[src/tmds_pkg.sv]
package tmds_pkg;

    // one channel, one pixel clock
    typedef logic [9:0] tmds_sym_t;

    typedef struct packed {
        logic [7:0] red;
        logic [7:0] green;
        logic [7:0] blue;
    } pixel_t;

    // running disparity, two's complement
    typedef logic signed [4:0] disp_t;

    // control symbols, indexed by {c1, c0}
    localparam tmds_sym_t CTRL_TOKEN_00 = 10'b1101010100;
    localparam tmds_sym_t CTRL_TOKEN_01 = 10'b0010101011;
    localparam tmds_sym_t CTRL_TOKEN_10 = 10'b0101010100;
    localparam tmds_sym_t CTRL_TOKEN_11 = 10'b1010101011;

    localparam int ENC_LATENCY = 3;   // encoder input to symbol
    localparam int PIPE_LATENCY = 4;  // timing regs to channel symbols

endpackage

[src/video_if.sv]
`timescale 1ns/1ps

// raster position and sync from the timing generator
interface video_if;

    logic       hsync;
    logic       vsync;
    logic       de;
    logic [7:0] x;
    logic [7:0] y;

    modport source (
        output hsync,
        output vsync,
        output de,
        output x,
        output y
    );

    modport sink (
        input hsync,
        input vsync,
        input de,
        input x,
        input y
    );

endinterface

[src/pixel_if.sv]
`timescale 1ns/1ps

// aligned pixel plus sync, one per clock
interface pixel_if;

    tmds_pkg::pixel_t pix;
    logic             hsync;
    logic             vsync;
    logic             de;

    modport source (
        output pix,
        output hsync,
        output vsync,
        output de
    );

    modport sink (
        input pix,
        input hsync,
        input vsync,
        input de
    );

endinterface

[src/video_timing.sv]
`timescale 1ns/1ps

module video_timing #(
    parameter int H_ACTIVE = 640,
    parameter int H_FRONT  = 16,
    parameter int H_SYNC   = 96,
    parameter int H_BACK   = 48,
    parameter int V_ACTIVE = 480,
    parameter int V_FRONT  = 10,
    parameter int V_SYNC   = 2,
    parameter int V_BACK   = 33
) (
    input  logic     clk,
    input  logic     rst_n,
    input  logic     enable,
    video_if.source  vid
);

    // line order is active, front porch, sync, back porch
    localparam int H_SYNC_START = H_ACTIVE + H_FRONT;
    localparam int H_SYNC_END   = H_SYNC_START + H_SYNC;
    localparam int H_TOTAL      = H_SYNC_END + H_BACK;
    localparam int V_SYNC_START = V_ACTIVE + V_FRONT;
    localparam int V_SYNC_END   = V_SYNC_START + V_SYNC;
    localparam int V_TOTAL      = V_SYNC_END + V_BACK;
    localparam int CNT_W        = 12;

    logic [CNT_W-1:0] h_cnt;
    logic [CNT_W-1:0] v_cnt;
    logic             h_act;
    logic             v_act;
    logic             h_syn;
    logic             v_syn;
    logic             line_end;

    always_comb
    begin
        h_act    = (h_cnt < H_ACTIVE);
        v_act    = (v_cnt < V_ACTIVE);
        h_syn    = (h_cnt >= H_SYNC_START) && (h_cnt < H_SYNC_END);
        v_syn    = (v_cnt >= V_SYNC_START) && (v_cnt < V_SYNC_END);
        line_end = (h_cnt == CNT_W'(H_TOTAL - 1));
    end

    // raster counters, parked at the origin while disabled
    always_ff @(posedge clk or negedge rst_n)
    begin
        if (!rst_n)
        begin
            h_cnt <= '0;
            v_cnt <= '0;
        end
        else if (!enable)
        begin
            h_cnt <= '0;
            v_cnt <= '0;
        end
        else if (line_end)
        begin
            h_cnt <= '0;
            if (v_cnt == CNT_W'(V_TOTAL - 1))
                v_cnt <= '0;
            else
                v_cnt <= v_cnt + 1'b1;
        end
        else
        begin
            h_cnt <= h_cnt + 1'b1;
        end
    end

    always_ff @(posedge clk or negedge rst_n)
    begin
        if (!rst_n)
        begin
            vid.de    <= 1'b0;
            vid.hsync <= 1'b0;
            vid.vsync <= 1'b0;
            vid.x     <= 8'd0;
            vid.y     <= 8'd0;
        end
        else if (!enable)
        begin
            vid.de    <= 1'b0;
            vid.hsync <= 1'b0;
            vid.vsync <= 1'b0;
            vid.x     <= 8'd0;
            vid.y     <= 8'd0;
        end
        else
        begin
            vid.de    <= h_act && v_act;
            vid.hsync <= h_syn;
            vid.vsync <= v_syn;      // whole lines
            vid.x     <= h_act ? h_cnt[7:0] : 8'd0;
            vid.y     <= v_act ? v_cnt[7:0] : 8'd0;
        end
    end

endmodule

[src/ramp_pattern.sv]
`timescale 1ns/1ps

module ramp_pattern (
    input  logic     clk,
    input  logic     rst_n,
    video_if.sink    vid,
    pixel_if.source  pix
);

    tmds_pkg::pixel_t ramp;

    // wraps at 256
    always_comb
    begin
        ramp.red   = vid.x;
        ramp.green = vid.y;
        ramp.blue  = vid.x ^ vid.y;
    end

    // one register stage keeps pixel and syncs aligned
    always_ff @(posedge clk or negedge rst_n)
    begin
        if (!rst_n)
        begin
            pix.pix   <= '0;
            pix.hsync <= 1'b0;
            pix.vsync <= 1'b0;
            pix.de    <= 1'b0;
        end
        else
        begin
            pix.pix   <= vid.de ? ramp : '0;   // black in blanking
            pix.hsync <= vid.hsync;
            pix.vsync <= vid.vsync;
            pix.de    <= vid.de;
        end
    end

endmodule

[src/tmds_encoder.sv]
`timescale 1ns/1ps

module tmds_encoder (
    input  logic                clk,
    input  logic                rst_n,
    input  logic                de,
    input  logic                c0,
    input  logic                c1,
    input  logic [7:0]          data_in,
    output tmds_pkg::tmds_sym_t data_out
);

    // stage 1
    logic [3:0]      n1_s1;
    logic [7:0]      data_s1;
    logic            de_s1;
    logic [1:0]      ctl_s1;      // {c1, c0}

    // stage 2
    logic            use_xnor;
    logic [8:0]      q_m;
    logic [8:0]      q_m_s2;
    logic [3:0]      n1_s2;
    logic [3:0]      n0_s2;
    logic            de_s2;
    logic [1:0]      ctl_s2;

    // stage 3
    tmds_pkg::disp_t disp;
    tmds_pkg::disp_t bal;
    tmds_pkg::disp_t q8_x2;
    tmds_pkg::disp_t nq8_x2;

    always_ff @(posedge clk or negedge rst_n)
    begin
        if (!rst_n)
        begin
            n1_s1   <= 4'd0;
            data_s1 <= 8'd0;
            de_s1   <= 1'b0;
            ctl_s1  <= 2'b00;
        end
        else
        begin
            n1_s1   <= 4'($countones(data_in));
            data_s1 <= data_in;
            de_s1   <= de;
            ctl_s1  <= {c1, c0};
        end
    end

    // xnor chaining when the byte is heavy in ones
    always_comb
    begin
        use_xnor = (n1_s1 > 4'd4) || ((n1_s1 == 4'd4) && !data_s1[0]);
        q_m[0]   = data_s1[0];
        for (int i = 1; i < 8; i++)
        begin
            q_m[i] = use_xnor ? ~(q_m[i-1] ^ data_s1[i]) : (q_m[i-1] ^ data_s1[i]);
        end
        q_m[8] = ~use_xnor;
    end

    always_ff @(posedge clk or negedge rst_n)
    begin
        if (!rst_n)
        begin
            q_m_s2 <= 9'd0;
            n1_s2  <= 4'd0;
            n0_s2  <= 4'd0;
            de_s2  <= 1'b0;
            ctl_s2 <= 2'b00;
        end
        else
        begin
            q_m_s2 <= q_m;
            n1_s2  <= 4'($countones(q_m[7:0]));
            n0_s2  <= 4'd8 - 4'($countones(q_m[7:0]));
            de_s2  <= de_s1;
            ctl_s2 <= ctl_s1;
        end
    end

    always_comb
    begin
        bal    = tmds_pkg::disp_t'({1'b0, n1_s2}) - tmds_pkg::disp_t'({1'b0, n0_s2});
        q8_x2  = q_m_s2[8] ? tmds_pkg::disp_t'(2) : tmds_pkg::disp_t'(0);
        nq8_x2 = q_m_s2[8] ? tmds_pkg::disp_t'(0) : tmds_pkg::disp_t'(2);
    end

    // output symbol and running disparity
    always_ff @(posedge clk or negedge rst_n)
    begin
        if (!rst_n)
        begin
            data_out <= '0;
            disp     <= '0;
        end
        else if (!de_s2)
        begin
            case (ctl_s2)
                2'b00:   data_out <= tmds_pkg::CTRL_TOKEN_00;
                2'b01:   data_out <= tmds_pkg::CTRL_TOKEN_01;
                2'b10:   data_out <= tmds_pkg::CTRL_TOKEN_10;
                default: data_out <= tmds_pkg::CTRL_TOKEN_11;
            endcase
            disp <= '0;
        end
        else if ((disp == 0) || (bal == 0))
        begin
            data_out <= {~q_m_s2[8], q_m_s2[8],
                         q_m_s2[8] ? q_m_s2[7:0] : ~q_m_s2[7:0]};
            disp     <= q_m_s2[8] ? (disp + bal) : (disp - bal);
        end
        else if (((disp > 0) && (bal > 0)) || ((disp < 0) && (bal < 0)))
        begin
            data_out <= {1'b1, q_m_s2[8], ~q_m_s2[7:0]};   // invert to pull back
            disp     <= disp + q8_x2 - bal;
        end
        else
        begin
            data_out <= {1'b0, q_m_s2[8], q_m_s2[7:0]};
            disp     <= disp - nq8_x2 + bal;
        end
    end

endmodule

[src/dvi_tx_top.sv]
`timescale 1ns/1ps

module dvi_tx_top #(
    parameter int H_ACTIVE = 640,
    parameter int H_FRONT  = 16,
    parameter int H_SYNC   = 96,
    parameter int H_BACK   = 48,
    parameter int V_ACTIVE = 480,
    parameter int V_FRONT  = 10,
    parameter int V_SYNC   = 2,
    parameter int V_BACK   = 33
) (
    input  logic                clk,
    input  logic                rst_n,
    input  logic                enable,
    output tmds_pkg::tmds_sym_t tmds_ch0,
    output tmds_pkg::tmds_sym_t tmds_ch1,
    output tmds_pkg::tmds_sym_t tmds_ch2
);

    video_if vid ();
    pixel_if pix ();

    video_timing #(
        .H_ACTIVE (H_ACTIVE),
        .H_FRONT  (H_FRONT),
        .H_SYNC   (H_SYNC),
        .H_BACK   (H_BACK),
        .V_ACTIVE (V_ACTIVE),
        .V_FRONT  (V_FRONT),
        .V_SYNC   (V_SYNC),
        .V_BACK   (V_BACK)
    ) video_timing_i (
        .clk    (clk),
        .rst_n  (rst_n),
        .enable (enable),
        .vid    (vid.source)
    );

    ramp_pattern ramp_pattern_i (
        .clk   (clk),
        .rst_n (rst_n),
        .vid   (vid.sink),
        .pix   (pix.source)
    );

    // blue carries the syncs
    tmds_encoder enc_ch0_i (
        .clk      (clk),
        .rst_n    (rst_n),
        .de       (pix.de),
        .c0       (pix.hsync),
        .c1       (pix.vsync),
        .data_in  (pix.pix.blue),
        .data_out (tmds_ch0)
    );

    tmds_encoder enc_ch1_i (
        .clk      (clk),
        .rst_n    (rst_n),
        .de       (pix.de),
        .c0       (1'b0),
        .c1       (1'b0),
        .data_in  (pix.pix.green),
        .data_out (tmds_ch1)
    );

    tmds_encoder enc_ch2_i (
        .clk      (clk),
        .rst_n    (rst_n),
        .de       (pix.de),
        .c0       (1'b0),
        .c1       (1'b0),
        .data_in  (pix.pix.red),
        .data_out (tmds_ch2)
    );

endmodule

[config.mk]
export PLATFORM = sky130hd
export DESIGN_NAME = dvi_tx_top
export DESIGN_NICKNAME = d
export VERILOG_FILES = /design/src/tmds_pkg.sv /design/src/video_if.sv /design/src/pixel_if.sv /design/src/video_timing.sv /design/src/ramp_pattern.sv /design/src/tmds_encoder.sv /design/src/dvi_tx_top.sv
export SDC_FILE = /design/constraint.sdc
export NUM_CORES = 1
export LEC_CHECK = 0
export BUFFER_PORTS_ARGS = -buffer_cell sky130_fd_sc_hd__buf_2
export CAP_MARGIN = 30
export CORE_MARGIN = 4
export CORE_UTILIZATION = 40
export DETAILED_ROUTE_END_ITERATION = 6
export SYNTH_ARGS = -nofsm -noshare
export SYNTH_HDL_FRONTEND = slang
export SYNTH_HIERARCHICAL = 1
export SYNTH_SLANG_ARGS = --single-unit
[constraint.sdc]
create_clock -name clk -period 5.4 [get_ports clk]
set_clock_uncertainty 0.1 [all_clocks]
set_input_delay 1.08 -clock clk [delete_from_list [all_inputs] [get_ports clk]]
set_output_delay 1.08 -clock clk [all_outputs]
set_load 0.02 [all_outputs]
# [Word level (Yosys, flattened, before mapping)]
# Index checks and enable logic that the tools add are counted.
[classes] div=0 n_eq_ne=8 order_cmp=21 n_addsub=68 n_mul=0 bitwise=52 muxes=65 reduce_logical=31 n_shift=0
[op_table] cell="32-bit logical NOT" count=6
[op_table] cell="10-bit 2-to-1 mux" count=9
[op_table] cell="4-bit adder" count=18
[op_table] cell="12-bit 2-to-1 mux" count=5
[op_table] cell="5-bit 2-to-1 mux" count=12
[op_table] cell="8-bit 2-to-1 mux" count=7
[op_table] cell="1-bit by 1-bit adder with 2-bit output" count=24
[op_table] cell="5-bit adder" count=6
[op_table] cell="5-bit by 1-bit greater-than comparator with 1-bit output, second input constant" count=6
[op_table] cell="5-bit by 1-bit < comparator with 1-bit output, second input constant" count=6
[op_table] cell="10-bit case mux with 3 select lines" count=1
[op_table] cell="5-bit subtractor" count=6
[op_table] cell="1-bit inverter" count=27
[op_table] cell="12-bit by 1-bit adder with 12-bit output, second input constant" count=2
[op_table] cell="12-bit by 10-bit equality test with 1-bit output, second input constant" count=2
[op_table] cell="12-bit by 10-bit < comparator with 1-bit output, second input constant" count=2
[op_table] cell="12-bit by 9-bit < comparator with 1-bit output, second input constant" count=2
[op_table] cell="1-bit 2-to-1 mux" count=24
[op_table] cell="24-bit 2-to-1 mux" count=1
[op_table] cell="8-bit inverter" count=3
[op_table] cell="1-bit bitwise XOR" count=21
[op_table] cell="5-bit by 3-bit adder with 5-bit output" count=3
[op_table] cell="4-bit by 4-bit subtractor with 5-bit output" count=3
[op_table] cell="5-bit by 3-bit subtractor with 5-bit output" count=3
[op_table] cell="14 further kinds" count=46
[word_totals] latch_bits=0 romBits=0 n_memories=0 output_inout_bits=30 register_bits=208 mem_bits_rw=0

# [Logic depth before layout (Yosys ltp)]
# Gate-level depths: netlist of run 1.
[logic_depth] depth_word=26 mapped_depth=14

# [Hierarchy]
# Netlist of run 1, hierarchy kept.
[by_module_without_submodules] module="tmds_encoder at enc_ch1_i ..." area_per_inst_um2=2697.6 instances=2 seq_area_each_um2=1201.2 cells_each=227
[by_module_without_submodules] module="tmds_encoder at enc_ch0_i" area_per_inst_um2=2708.8 instances=1 seq_area_each_um2=1201.2 cells_each=230
[by_module_without_submodules] module="video_timing" area_per_inst_um2=2021.9 instances=1 seq_area_each_um2=1076.0 cells_each=200
[by_module_without_submodules] module="ramp_pattern" area_per_inst_um2=939.7 instances=1 seq_area_each_um2=675.6 cells_each=61
[by_module_without_submodules] module="dvi_tx_top" area_per_inst_um2=3.8 instances=1 seq_area_each_um2=0.0 cells_each=1

# [Worst setup path after synthesis of run 1]
# Ideal clock, no wire load.
[synth_path] path_kind="register -> register" startpoint="reg enc_ch1_i.data_s1[0]" endpoint="reg enc_ch1_i.n0_s2[2]" slack_ps=1329 required_ps=5173 n_path_buf=0 arrival_time_ps=3845 path_stages_with_launch=15 cell_sequence="dfrtp_1 > xor2_1 > xnor2_1 > xnor2_1 > xnor2_1 > fa_1 > fa_1 > inv_1 > fa_1 > inv_1 > ha_1 > fa_1 > inv_1 > ha_1 > xnor2_1"
[synth_between] elab_chain_cells=26 word_cells_on_any_way=32 classes_between="add/sub (8); mux (7); bitwise (14); reduce/logical (3)"
[synth_rtl] item="start, declared" line="tmds_encoder.sv:15" text="logic [7:0] data_s1;"
[synth_rtl] item="start signal, assigned" line="tmds_encoder.sv:46" text="data_s1 <= data_in;"
[synth_rtl] item="1-bit logical NOT" line="tmds_encoder.sv:55" text="use_xnor = (n1_s1 > 4'd4) || ((n1_s1 == 4'd4) && !data_s1[0]);"
[synth_rtl] item="1-bit logical AND" line="tmds_encoder.sv:55"
[synth_rtl] item="1-bit logical OR" line="tmds_encoder.sv:55"
[synth_rtl] item="1-bit 2-to-1 mux" line="tmds_encoder.sv:59" text="q_m[i] = use_xnor ? ~(q_m[i-1] ^ data_s1[i]) : (q_m[i-1] ^ data_s1[i]);"
[synth_rtl] item="1-bit bitwise XOR" line="tmds_encoder.sv:59"
[synth_rtl] item="1-bit inverter" line="tmds_encoder.sv:59"
[synth_rtl] item="1-bit 2-to-1 mux" line="tmds_encoder.sv:59"
[synth_rtl] item="1-bit bitwise XOR" line="tmds_encoder.sv:59"
[synth_rtl] item="[2 not listed]"
[synth_rtl] item="named net enc_ch1_i.q_m[3]" line="tmds_encoder.sv:21" text="logic [8:0] q_m;"
[synth_rtl] item="[8 not listed]"
[synth_rtl] item="1-bit 2-to-1 mux" line="tmds_encoder.sv:59"
[synth_rtl] item="1-bit bitwise XOR" line="tmds_encoder.sv:59"
[synth_rtl] item="1-bit inverter" line="tmds_encoder.sv:59"
[synth_rtl] item="1-bit 2-to-1 mux" line="tmds_encoder.sv:59"
[synth_rtl] item="1-bit by 1-bit adder with 2-bit output (implied by the code)" line="tmds_encoder.sv:78" text="n0_s2 <= 4'd8 - 4'($countones(q_m[7:0]));"
[synth_rtl] item="4-bit adder (implied by the code)" line="tmds_encoder.sv:78"
[synth_rtl] item="4-bit adder (implied by the code) (*)" line="tmds_encoder.sv:78"
[synth_rtl] item="4-bit subtractor (*)" line="tmds_encoder.sv:78"
[synth_rtl] item="end signal, assigned" line="tmds_encoder.sv:78"
[synth_rtl] item="end, declared" line="tmds_encoder.sv:24" text="logic [3:0] n0_s2;"
# The timed path passes the listed nets; every way through them passes the cells marked *.
# A chain may end at the register's enable or synchronous reset.

# [Worst setup path after layout of run 1]
# Ends and elaborated chain as after synthesis.

==> metrics, run 1 <==
MaxCap Viol Count=0; first-pass GRT wire length=31,150 um; die area=30,400 sq um; total CTS buffers=24; chip height=approximately 170 um; port buffer count=32; Antenna Violating Nets Remaining=0; Setup WS pre-CTS=between 1 and 1.5 ns; Hold Crit Class=flop to flop; clock buffer depth=3; layout cells sized above 1=0.1090; EDFF count, synth=0; worst setup margin=~1.1 ns; clock sink total=214; leading area contributor after synthesis=dfrtp_1; post-CTS setup buffers=0; Die Wd=approximately 170 um; setup violators final=0; Worst VDD drop=234.4 uV; CP max FO=4; Root Buffer=clkbuf_16; synth cell count leaders=dfrtp_1, inv_1, ha_1, xnor2_1, a21oi_1; met2 GRT Util=0.2030; clock insertion delay at the later pin of the skew report=0.50 ns; largest net degree at the start of global routing=127; DP HPWL=12,640 um; Mean Syn Cell Area=~12 sq um; DRC=0; Setup TNS=0 ns; register-to-register setup slack=between 1 and 1.5 ns; Post-synth ARST share=1.000; Yosys reg bits=~210; Crit Path Class=flop to flop; Most Crowded Layer GR=met2; Slew HR=0.3734; met3 GRT Util=0.01827; # fillers=roughly 2,500; Max Slew Vio Count=0; outcome=finished clean; crit path DAT=4.62 ns; worst slew pin tran=0.9399 ns; Clock Pin Slew Worst Setup and Hold Paths=0.06 ns; IO Count=33; row count=60; most frequent cell after synthesis=dfrtp_1; Crit. End Element=flop; Startpoint Class=flop; global route overflow=0; Tot GR Track Use=0.1192; leakage power=6.257 nW; Power Density=571.6 nW/um^2; Top FF cell, synth=dfrtp_1; initial antenna violation count=0; Vias/cell=~4.6; area share of the largest cell type after synthesis=0.4838; Seq/Total Area, Yosys=0.4838; vias=6,301; routed length per instance=12.52 um; synth warn=6; synth top area cells=dfrtp_1, ha_1, fa_1, xnor2_1, inv_1; Final Critical Period=4.346 ns; Worst Path Required=5.68 ns; Resized Gates After CTS=0; Synth cell types=54; CTS tree=yes; Max Fclk=230.1 MHz; cts hold-fix bufs=0; DR iter-0 viols=282; GR Util met1=0.1601; vias in the first global route=6,631; nets@finish=1,134; RSZ-0062 raised after global routing=false; Core Area=roughly 27,000 sq um; First-pass DRT Iterations=4; Final Hold Fails=0; GPL Wtd Cong=0.7579; antenna cells=0; Gate Count Post-Synth=946; final worst-path cycle share=0.8049; Initial Utilization=0.4084; Total Wirelength=17,300 um; H-tree depth=1; Area growth, synth to finish=13.03%; cell area after synthesis=11,070 sq um
## area by class of cell
type / count / area, sq um / area share
inverters: 124 / 465.4 / 0.03720
well taps: 372 / 465.4 / 0.03720
clock buffers: 31 / 658.1 / 0.05260
clock inverters: 12 / 197.7 / 0.01580
flip-flops and latches: 214 / 5355 / 0.4280
multi-input cells: 595 / 5180 / 0.4140
repair buffers: 33 / 190.2 / 0.01520
## worst max-delay path: stages (launching register included)
cell and delay [ns]:
dfrtp_1 0.44, xor2_1 0.20, xnor2_1 0.41, xnor2_1 0.14, xnor2_1 0.27, fa_1 0.49
fa_1 0.52, inv_1 0.05, fa_1 0.49, inv_1 0.04, ha_1 0.20, fa_1 0.53
inv_1 0.06, ha_1 0.18, xnor2_1 0.12
## report_power, final
group / leakage (nW) / internal, W / switching [W]
Sequential: 2.81 / 0.00181 / 0.000120
Combinational: 3.04 / 0.00163 / 0.00187
Clock: 0.413 / 0.00110 / 0.000625
## layer usage
layer / vias to the layer above / wire length, um
li1: 3147 / -
met1: 3055 / 7997
met2: 73 / 8477
met3: 26 / 465
met4: 0 / 355
met5: - / 0
## cells by family after synthesis
kind of cell | share of synthesized area
AOI/OAI and AO/OA | 0.06352
xor gates and xnor gates | 0.1052
adders and majority gates | 0.1836
buffers and inverters | 0.04928
DFF | 0.4838
muxes | 0.01153
other | 0.0003388
and+or+nand+nor | 0.1027
## cell usage in the layout (no fill, tap or decap), drive strengths merged, types with 4 or more instances in the layout
master and instances:
a21o 9, a21oi 53, a31oi 9, and2 43, buf 33, bufinv 5
clkbuf 31, clkinv 4, conb 4, dfrtp 214, fa 39, ha 100
inv 125, mux2i 9, nand2 32, nand2b 4, nand3 17, nand4 6
nor2 35, nor2b 12, nor3 17, nor4 5, o211a 6, o211ai 6
o21ai 21, or2 4, or3 6, or4 5, xnor2 87, xor2 46
## metrics by stage
step | total power [W] | hold slack, ns | instances | utilization | instance area, sq um
after CTS | 0.007301 | 0.2476 | 1381 | 0.4617 | 12510
after global routing | 0.007834 | 0.2505 | 1381 | 0.4617 | 12510
after floorplan | 0.004802 | 0.2312 | 949 | - | 11080
final | 0.007152 | 0.2460 | 1381 | 0.4617 | 12510
after detailed placement | 0.005504 | 0.2347 | 1338 | 0.4301 | 11660
after global placement | 0.005427 | 0.2315 | 1338 | 0.4301 | 11660
## worst paths after layout
path / from / end / depth (start not counted)
hold / removal: enc_ch1_i/ctl_s1[1] / enc_ch1_i/ctl_s2[1] / 0
setup reg to reg: enc_ch1_i/data_s1[0] / enc_ch1_i/n0_s2[2] / 14
min in group asynchronous: rst_n / video_timing_i/v_cnt[9] / 1
setup / recovery: enc_ch1_i/data_s1[0] / enc_ch1_i/n0_s2[2] / 14
max in group asynchronous: rst_n / enc_ch0_i/disp[2] / 2
hold reg to reg: enc_ch1_i/ctl_s1[1] / enc_ch1_i/ctl_s2[1] / 0
## flip-flops by register name, summed over array words and instances, names as in the netlist, 5 cells and up
signal and cells:
enc_ch0_i/q_m_s2 9, video_timing_i/v_cnt 12, enc_ch0_i/disp 5, enc_ch2_i/data_out 10, enc_ch1_i/q_m_s2 9, enc_ch1_i/data_out 10, enc_ch0_i/data_s1 8, enc_ch2_i/data_s1 8
enc_ch0_i/data_out 10, video_timing_i/h_cnt 12, ramp_pattern_i/pix.pix 24, enc_ch2_i/q_m_s2 9, video_timing_i/vid.x 8, enc_ch1_i/data_s1 8, enc_ch1_i/disp 5, video_timing_i/vid.y 8
enc_ch2_i/disp 5
Note: power is estimated with default switching activity, not from simulation.
==> inputs of run 2 (changes only) <==
ABC_AREA = 1   (was not set)
clock period = 4.1 ns   (was 5.4 ns; I/O delays follow)
==> run 2 against run 1 <==
Net effect:
- die area up 12%
- hold slack worse by 0.079 ns
- synthesized area up 12%
- sequential share of layout area is 4.8 points lower
- combinational power increased by 9.4%
- critical path depth is 2 higher
- register-to-register slack got worse by 0.88 ns
- design area grew 13%
- core utilization decreased by 0.099 points
- final cell count is 37% higher
- first-iteration DRC count up 65%
==> metrics, run 2 <==
EDFF count, synth=0 (unchanged); Crit path largest cell delay=0.57 ns (+0.04 ns); crit path DAT=4.22 ns (-0.40 ns); Tot GR Track Use=0.1355 (+0.01632); worst slew pin tran=0.6710 ns (-0.2689 ns); leakage power=7.724 nW (+23%); Crit Path Class=flop to flop; Antenna Violating Nets Remaining=0 (unchanged); Gate Count Post-Synth=1,422 (+50%); global route overflow=0 (unchanged); Area growth, synth to finish=13.50%; biggest regs=ramp_pattern_i/pix.pix (24), video_timing_i/h_cnt (12), video_timing_i/v_cnt (12); synth cell count leaders=nand2_1, inv_1, dfrtp_1, ha_1, nor2_1; Top reg by flops=ramp_pattern_i/pix.pix; vias in the first global route=8,540 (+29%); synth top area cells=dfrtp_1, nand2_1, ha_1, inv_1, fa_1; Max Slew Vio Count=0 (unchanged); vias=8,422 (+34%); Pint=0.005313 W (+17%); Vias/cell=4.449 (-2.5%); most frequent cell after synthesis=nand2_1; Core Area=30,590 sq um (+13%); Seq/Total Area, Yosys=0.4313 (-0.05246); CP max FO=6 (+2); layout cells sized above 1=0.1363 (+0.02725); synth warn=6 (unchanged); combinational cell fraction of total power=0.440 (-0.049); DP Cell Count=1,837 (+37%); area share of the largest cell type after synthesis=0.4313 (-0.05246); most common cell after layout, fill and taps aside=nand2_1; antenna cells=0 (unchanged); Top FF cell, synth=dfrtp_1; Slew HR=0.5527 (+0.1793); chip height=184.2 um (+5.6%); clock insertion delay at the later pin of the skew report=0.52 ns (+0.02 ns); outcome=finished clean; critical path's slowest cell=fa_1; Hold Crit Class=input pin to async pin; CP cell instances=inv_2, nor2_1, nand2_1, nand2_2, nand2_4, xor2_4, fa_1, fa_1, inv_1, fa_1, inv_1, ha_2, fa_1, inv_1, ha_1, xnor2_1; Psw=0.003393 W (+30%); DRC=0 (unchanged); nets@finish=1,620 (+43%); Post-synth ARST share=1.000 (unchanged); H-tree depth=1 (unchanged); Clk pwr share=0.277 (+0.036); final worst-path cycle share=0.9564 (+0.1516); Power Density=617.8 nW/um^2 (+8.1%); Switching Share=0.3897 (+0.02376); port buffer count=32 (unchanged); Final Critical Period=3.921 ns (-0.4249 ns); total CTS buffers=26 (+8.3%); Final Hold Fails=0 (unchanged); Mean Syn Cell Area=8.731 sq um (-25%); Crit. End Element=flop; DP HPWL=16,160 um (+28%); uppermost layer routed=met4; RSZ-0062 raised after global routing=true; first-pass GRT wire length=39,250 um (+26%); clock buffer depth=3 (unchanged); largest net degree at the start of global routing=88 (-31%); CTS tree=yes; cell area after synthesis=12,420 sq um (+12%); Worst VDD drop=328.0 uV (+40%); max reg flops=24 (unchanged); die area=33,920 sq um (+12%); IO Count=33 (unchanged); worst hold margin=0.1672 ns (-0.07879 ns); MaxCap Viol Count=0 (unchanged); Root Buffer=clkbuf_16; Reg power frac=0.282 (+0.013); Clock Pin Slew Worst Setup and Hold Paths=0.06 ns (about the same); initial antenna violation count=0 (unchanged); row count=64 (+6.7%); CP dominant cell by count=fa_1; setup violators final=0 (unchanged); clock sink total=214 (unchanged); commonest non-fill, non-tap cells in the layout=nand2_1, inv_1, dfrtp_1, ha_1, nor2_1; Max Fclk=255.0 MHz (+11%); Yosys reg bits=214 (unchanged); met2 wire len=10,520 um (+24%); Initial Utilization=0.4059 (-0.002567); Startpoint Class=flop; leading area contributor after synthesis=dfrtp_1; First-pass DRT Iterations=4 (unchanged); DR iter-0 viols=466 (+65%); Setup TNS=0 ns (unchanged); routed length per instance=11.56 um (-7.7%); Finished Layout Cells=1,893 (+37%); Synth cell types=41 (-24%); WL met3=756 um (+63%); Die Wd=184.2 um (+5.6%); GPL Wtd Cong=0.8158 (+7.6%); Total Wirelength=21,880 um (+26%); Worst Path Required=4.40 ns (-1.28 ns); M1 wire length=10,140 um (+27%)
## run 2: changes by cell type in the layout (fill, tap and decap cells not counted), sizes merged, moves of 7 or more
cell	change
a21o	-9
a21oi	-17
a31oi	-8
and2	-41
buf	+13
inv	+150
mux2i	-7
nand2	+376
nand3	+59
nor2	+57
nor2b	-12
o21ai	+18
xnor2	-51
xor2	-12
## run 2: repair_timing
action	4_1_cts	5_1_grt
pin swaps	0	18
endpoints found under the setup margin	1	11
resized for setup	1	28
setup buffers	0	9
hold buffers	0	0
## run 2: path summary, 6_finish.rpt
kind / from / slack, ns / end / depth (start not counted)
worst max-delay path: enc_ch0_i/data_s1[0] / 0.18 / enc_ch0_i/n0_s2[2] / 16
worst min-delay path: rst_n / 0.17 / enc_ch0_i/disp[1] / 1
worst max register to register: enc_ch0_i/data_s1[0] / 0.18 / enc_ch0_i/n0_s2[2] / 16
worst min register to register: enc_ch0_i/ctl_s1[0] / 0.25 / enc_ch0_i/ctl_s2[0] / 0
max in group asynchronous: rst_n / 2.77 / enc_ch2_i/data_s1[0] / 2
min in group clk: enc_ch0_i/ctl_s1[0] / 0.25 / enc_ch0_i/ctl_s2[0] / 0
## run 2: kinds of logic (layout without fill, tap and decap cells)
family,Yosys count,after routing,synth area share
DFF,214,214,0.4313
muxes,2,2,0.001612
AOI/OAI and AO/OA,85,85,0.03971
adders and majority gates,139,139,0.1637
and+or+nand+nor,615,615,0.2174
other,1,4,0.0003020
buffers and inverters,296,368,0.09664
xor gates and xnor gates,70,70,0.04938
## run 2: power groups by stage
stage               Sequential [W]  Clock (W)  Combinational, W
finish                     0.00246    0.00241           0.00383
floorplan                  0.00258          0           0.00303
global route               0.00249    0.00258           0.00452
global placement           0.00250          0           0.00378
CTS                        0.00246    0.00250           0.00388
detailed placement         0.00250          0           0.00385
## run 2: critical path, delay by kind of cell (launching register included)
family                     cells  cell delay, ns
DFF                            1            0.38
adders and majority gates      6            2.45
buffers and inverters          4            0.21
xor gates and xnor gates       2            0.30
and+or+nand+nor                4            0.36
## run 2: final cells by class
class                      instances  area (sq um)
multi-input combinational        915          5984
clock buffer                      31         720.7
inverter                         275          1032
clock inverter                    16         214.0
tap                              396         495.5
sequential                       214          5358
timing repair buffer              46         287.8
fill                            2926         16500
## run 2: metal layers
layer	track usage	vias to the layer above
met5	0	-
met4	0.03283	0
met3	0.02210	29
met2	0.2318	96
met1	0.1810	3893
li1	-	4404
## run 2: stage by stage
step	setup slack, ns	total power [W]	util	cell area, sq um
after floorplan	0.2037	0.005617	-	12430
after global placement	0.07984	0.006271	0.4242	12970
after detailed placement	0.01364	0.006344	0.4242	12970
after CTS	0.03072	0.008835	0.4548	13910
after global routing	-0.03414	0.009590	0.4607	14090
final	0.1786	0.008706	0.4607	14090
==> inputs of run 3 (changes only) <==
ABC_AREA = not set   (was 1)
CORE_UTILIZATION = 45   (was 40)
SETUP_SLACK_MARGIN = 0.4   (was not set)
==> run 3 against run 2 <==
Net effect:
- sequential share of layout area up 3.9 points
- sequential cell count unchanged
- first-iteration DRC count down 49%
- via count down 24%
- die area down 20%
- design area down 9.2%
- clock power down 13%
- sequential power up 3%
- hold slack better by 0.079 ns
- combinational power up 24%
- clock-buffer cell count up 3
- non-clock buffer count up 13
- largest power group unchanged
==> metrics, run 3 (synthesized netlist as in run 1, its figures left out) <==
Slew HR=0.4639 (-0.08877); Crit. End Element=flop; worst r2r dst=enc_ch0_i/n0_s2[2]; Finished Layout Cells=1,356 (-28%); Area growth, synth to finish=15.54%; routed length per instance=13.09 um (+13%); Antenna Violating Nets Remaining=0 (unchanged); largest net degree at the start of global routing=108 (+23%); MaxCap Viol Count=0 (unchanged); Switching Share=0.3700 (-0.01976); DRC=0 (unchanged); port buffer count=32 (unchanged); Power Density=735.3 nW/um^2 (+19%); DR iter-0 viols=237 (-49%); most common cell after layout, fill and taps aside=dfrtp_1; row count=57 (-11%); Final Critical Period=3.990 ns (+0.06820 ns); DP HPWL=13,020 um (-19%); overall power=0.009404 W (+8.0%); GPL Wtd Cong=0.7610 (-6.7%); Setup TNS=0 ns (unchanged); Initial Utilization=0.4565 (+0.05062); final worst-path cycle share=0.9731 (+0.01664); Total Wirelength=17,750 um (-19%); combinational cell fraction of total power=0.507 (+0.067); Final Hold Fails=0 (unchanged); Max Fclk=250.7 MHz (-1.7%); clock sink total=214 (unchanged); Hold Crit Class=flop to flop; crit path to=enc_ch0_i/n0_s2[2]; clock buffer depth=3 (unchanged); Reg power frac=0.270 (-0.012); clock insertion delay at the later pin of the skew report=0.50 ns (-0.02 ns); chip height=164.8 um (-11%); Startpoint Class=flop; CTS tree=yes; leakage power=6.374 nW (-17%); Pint=0.005925 W (+12%); Worst Path Required=4.38 ns (-0.02 ns); DP Cell Count=1,299 (-29%); Worst VDD drop=549.4 uV (+67%); Vias/cell=4.723 (+6.2%); beginning of the critical path=enc_ch0_i/data_s1[1]; die area=27,170 sq um (-20%); worst slew pin tran=0.8041 ns (+0.1332 ns); biggest regs=ramp_pattern_i/pix.pix (24), video_timing_i/h_cnt (12), video_timing_i/v_cnt (12); worst hold start=enc_ch1_i/de_s1; total CTS buffers=24 (-7.7%); H-tree depth=1 (unchanged); worst hold margin=0.2459 ns (+0.07872 ns); vias=6,405 (-24%); layout cells sized above 1=0.1599 (+0.02361); Core Area=24,250 sq um (-21%); Psw=0.003479 W (+2.5%); hold depth=0; register-to-register setup slack=0.11 ns (-0.07 ns); antenna cells=0 (unchanged); nets@finish=1,160 (-28%); first-pass GRT wire length=31,420 um (-20%); Die Wd=164.8 um (-11%); Clk pwr share=0.224 (-0.053); IO Count=33 (unchanged); setup violators final=0 (unchanged); Top reg by flops=ramp_pattern_i/pix.pix; CP max FO=3 (-3); Root Buffer=clkbuf_16; global route overflow=0 (unchanged); Max Slew Vio Count=0 (unchanged); RSZ-0062 raised after global routing=true; Tot GR Track Use=0.1398 (+0.004282); max reg flops=24 (unchanged); Worst R2R Path Depth=14 (-2); FF-to-FF Start=enc_ch0_i/data_s1[1]; cts hold-fix bufs=0 (unchanged); vias in the first global route=6,554 (-23%); First-pass DRT Iterations=4 (unchanged); Crit Path Class=flop to flop; crit path DAT=4.27 ns (+0.05 ns); commonest non-fill, non-tap cells in the layout=dfrtp_1, inv_1, ha_1, xnor2_1, a21oi_1; initial antenna violation count=0 (unchanged); outcome=finished clean; Clock Pin Slew Worst Setup and Hold Paths=0.06 ns (about the same)
run 3: cell count changes in the layout (fill, tap and decap cells not counted), moves of 16 or more:
| cell | previous run | this run |
|---|---|---|
| and2_2 | 0 | 18 |
| nand2_1 | 364 | 32 |
| inv_2 | 22 | 6 |
| xnor2_1 | 36 | 83 |
| nand3_1 | 67 | 17 |
| and2_1 | 0 | 25 |
| nor2_1 | 83 | 29 |
| inv_1 | 253 | 118 |
| nand2_2 | 36 | 0 |
run 3: power by group through the flow:
stage | sequential, W | clock (W) | combinational, W
6_report | 0.00254 | 0.00210 | 0.00476
5_1_grt | 0.00257 | 0.00228 | 0.00546
4_1_cts | 0.00254 | 0.00218 | 0.00483
3_5_place_dp | 0.00258 | 0 | 0.00477
3_3_place_gp | 0.00258 | 0 | 0.00466
2_1_floorplan | 0.00266 | 0 | 0.00373
run 3: how the worst min path moves through the flow:
stage                                           to  slack (ns)
final                              enc_ch1_i/de_s2        0.25
after global routing           enc_ch1_i/ctl_s2[1]        0.25
after CTS                          enc_ch1_i/de_s2        0.25
after detailed placement           enc_ch1_i/de_s2        0.23
after global placement    ramp_pattern_i/pix.vsync        0.23
after floorplan                enc_ch0_i/ctl_s1[0]        0.23
run 3: area by class of cell:
cell class	count	area, sq um
clock inverters	6	83.83
well taps	324	405.4
fillers	2115	11460
repair buffers	59	380.4
flip-flops and latches	214	5355
inverters	124	465.4
clock buffers	34	709.4
multi-input cells	595	5390
run 3: routing by layer:
layer	GRT usage	vias up	wire length, um
met3	0.02221	32	543
met2	0.2374	71	8700
met5	0	-	0
met4	0.03667	0	419
li1	-	3191	-
met1	0.1880	3111	8087
run 3: worst max-delay path, stage by stage, from the launching register on:
cell     delay, ns
dfrtp_1       0.39
xor2_2        0.20
xnor2_2       0.15
xnor2_1       0.14
xnor2_1       0.27
fa_1          0.46
fa_1          0.54
inv_2         0.04
fa_1          0.49
inv_1         0.04
ha_2          0.17
fa_2          0.56
inv_2         0.05
ha_4          0.15
xnor2_1       0.11
run 3: stage by stage:
step,instance area (sq um),util,setup slack (ns)
5_1_grt,12790,0.5275,-0.07263
3_3_place_gp,11770,0.4856,0.06643
6_report,12790,0.5275,0.1104
3_5_place_dp,11770,0.4856,-0.05542
4_1_cts,12680,0.5230,0.09507
2_1_floorplan,11200,-,0.1093
run 3: repair_timing:
action	in CTS	in global routing
setup buffers	12	5
pin swaps	16	6
gates resized for setup	5	12
gates cloned	0	0
endpoints found under the setup margin	15	15
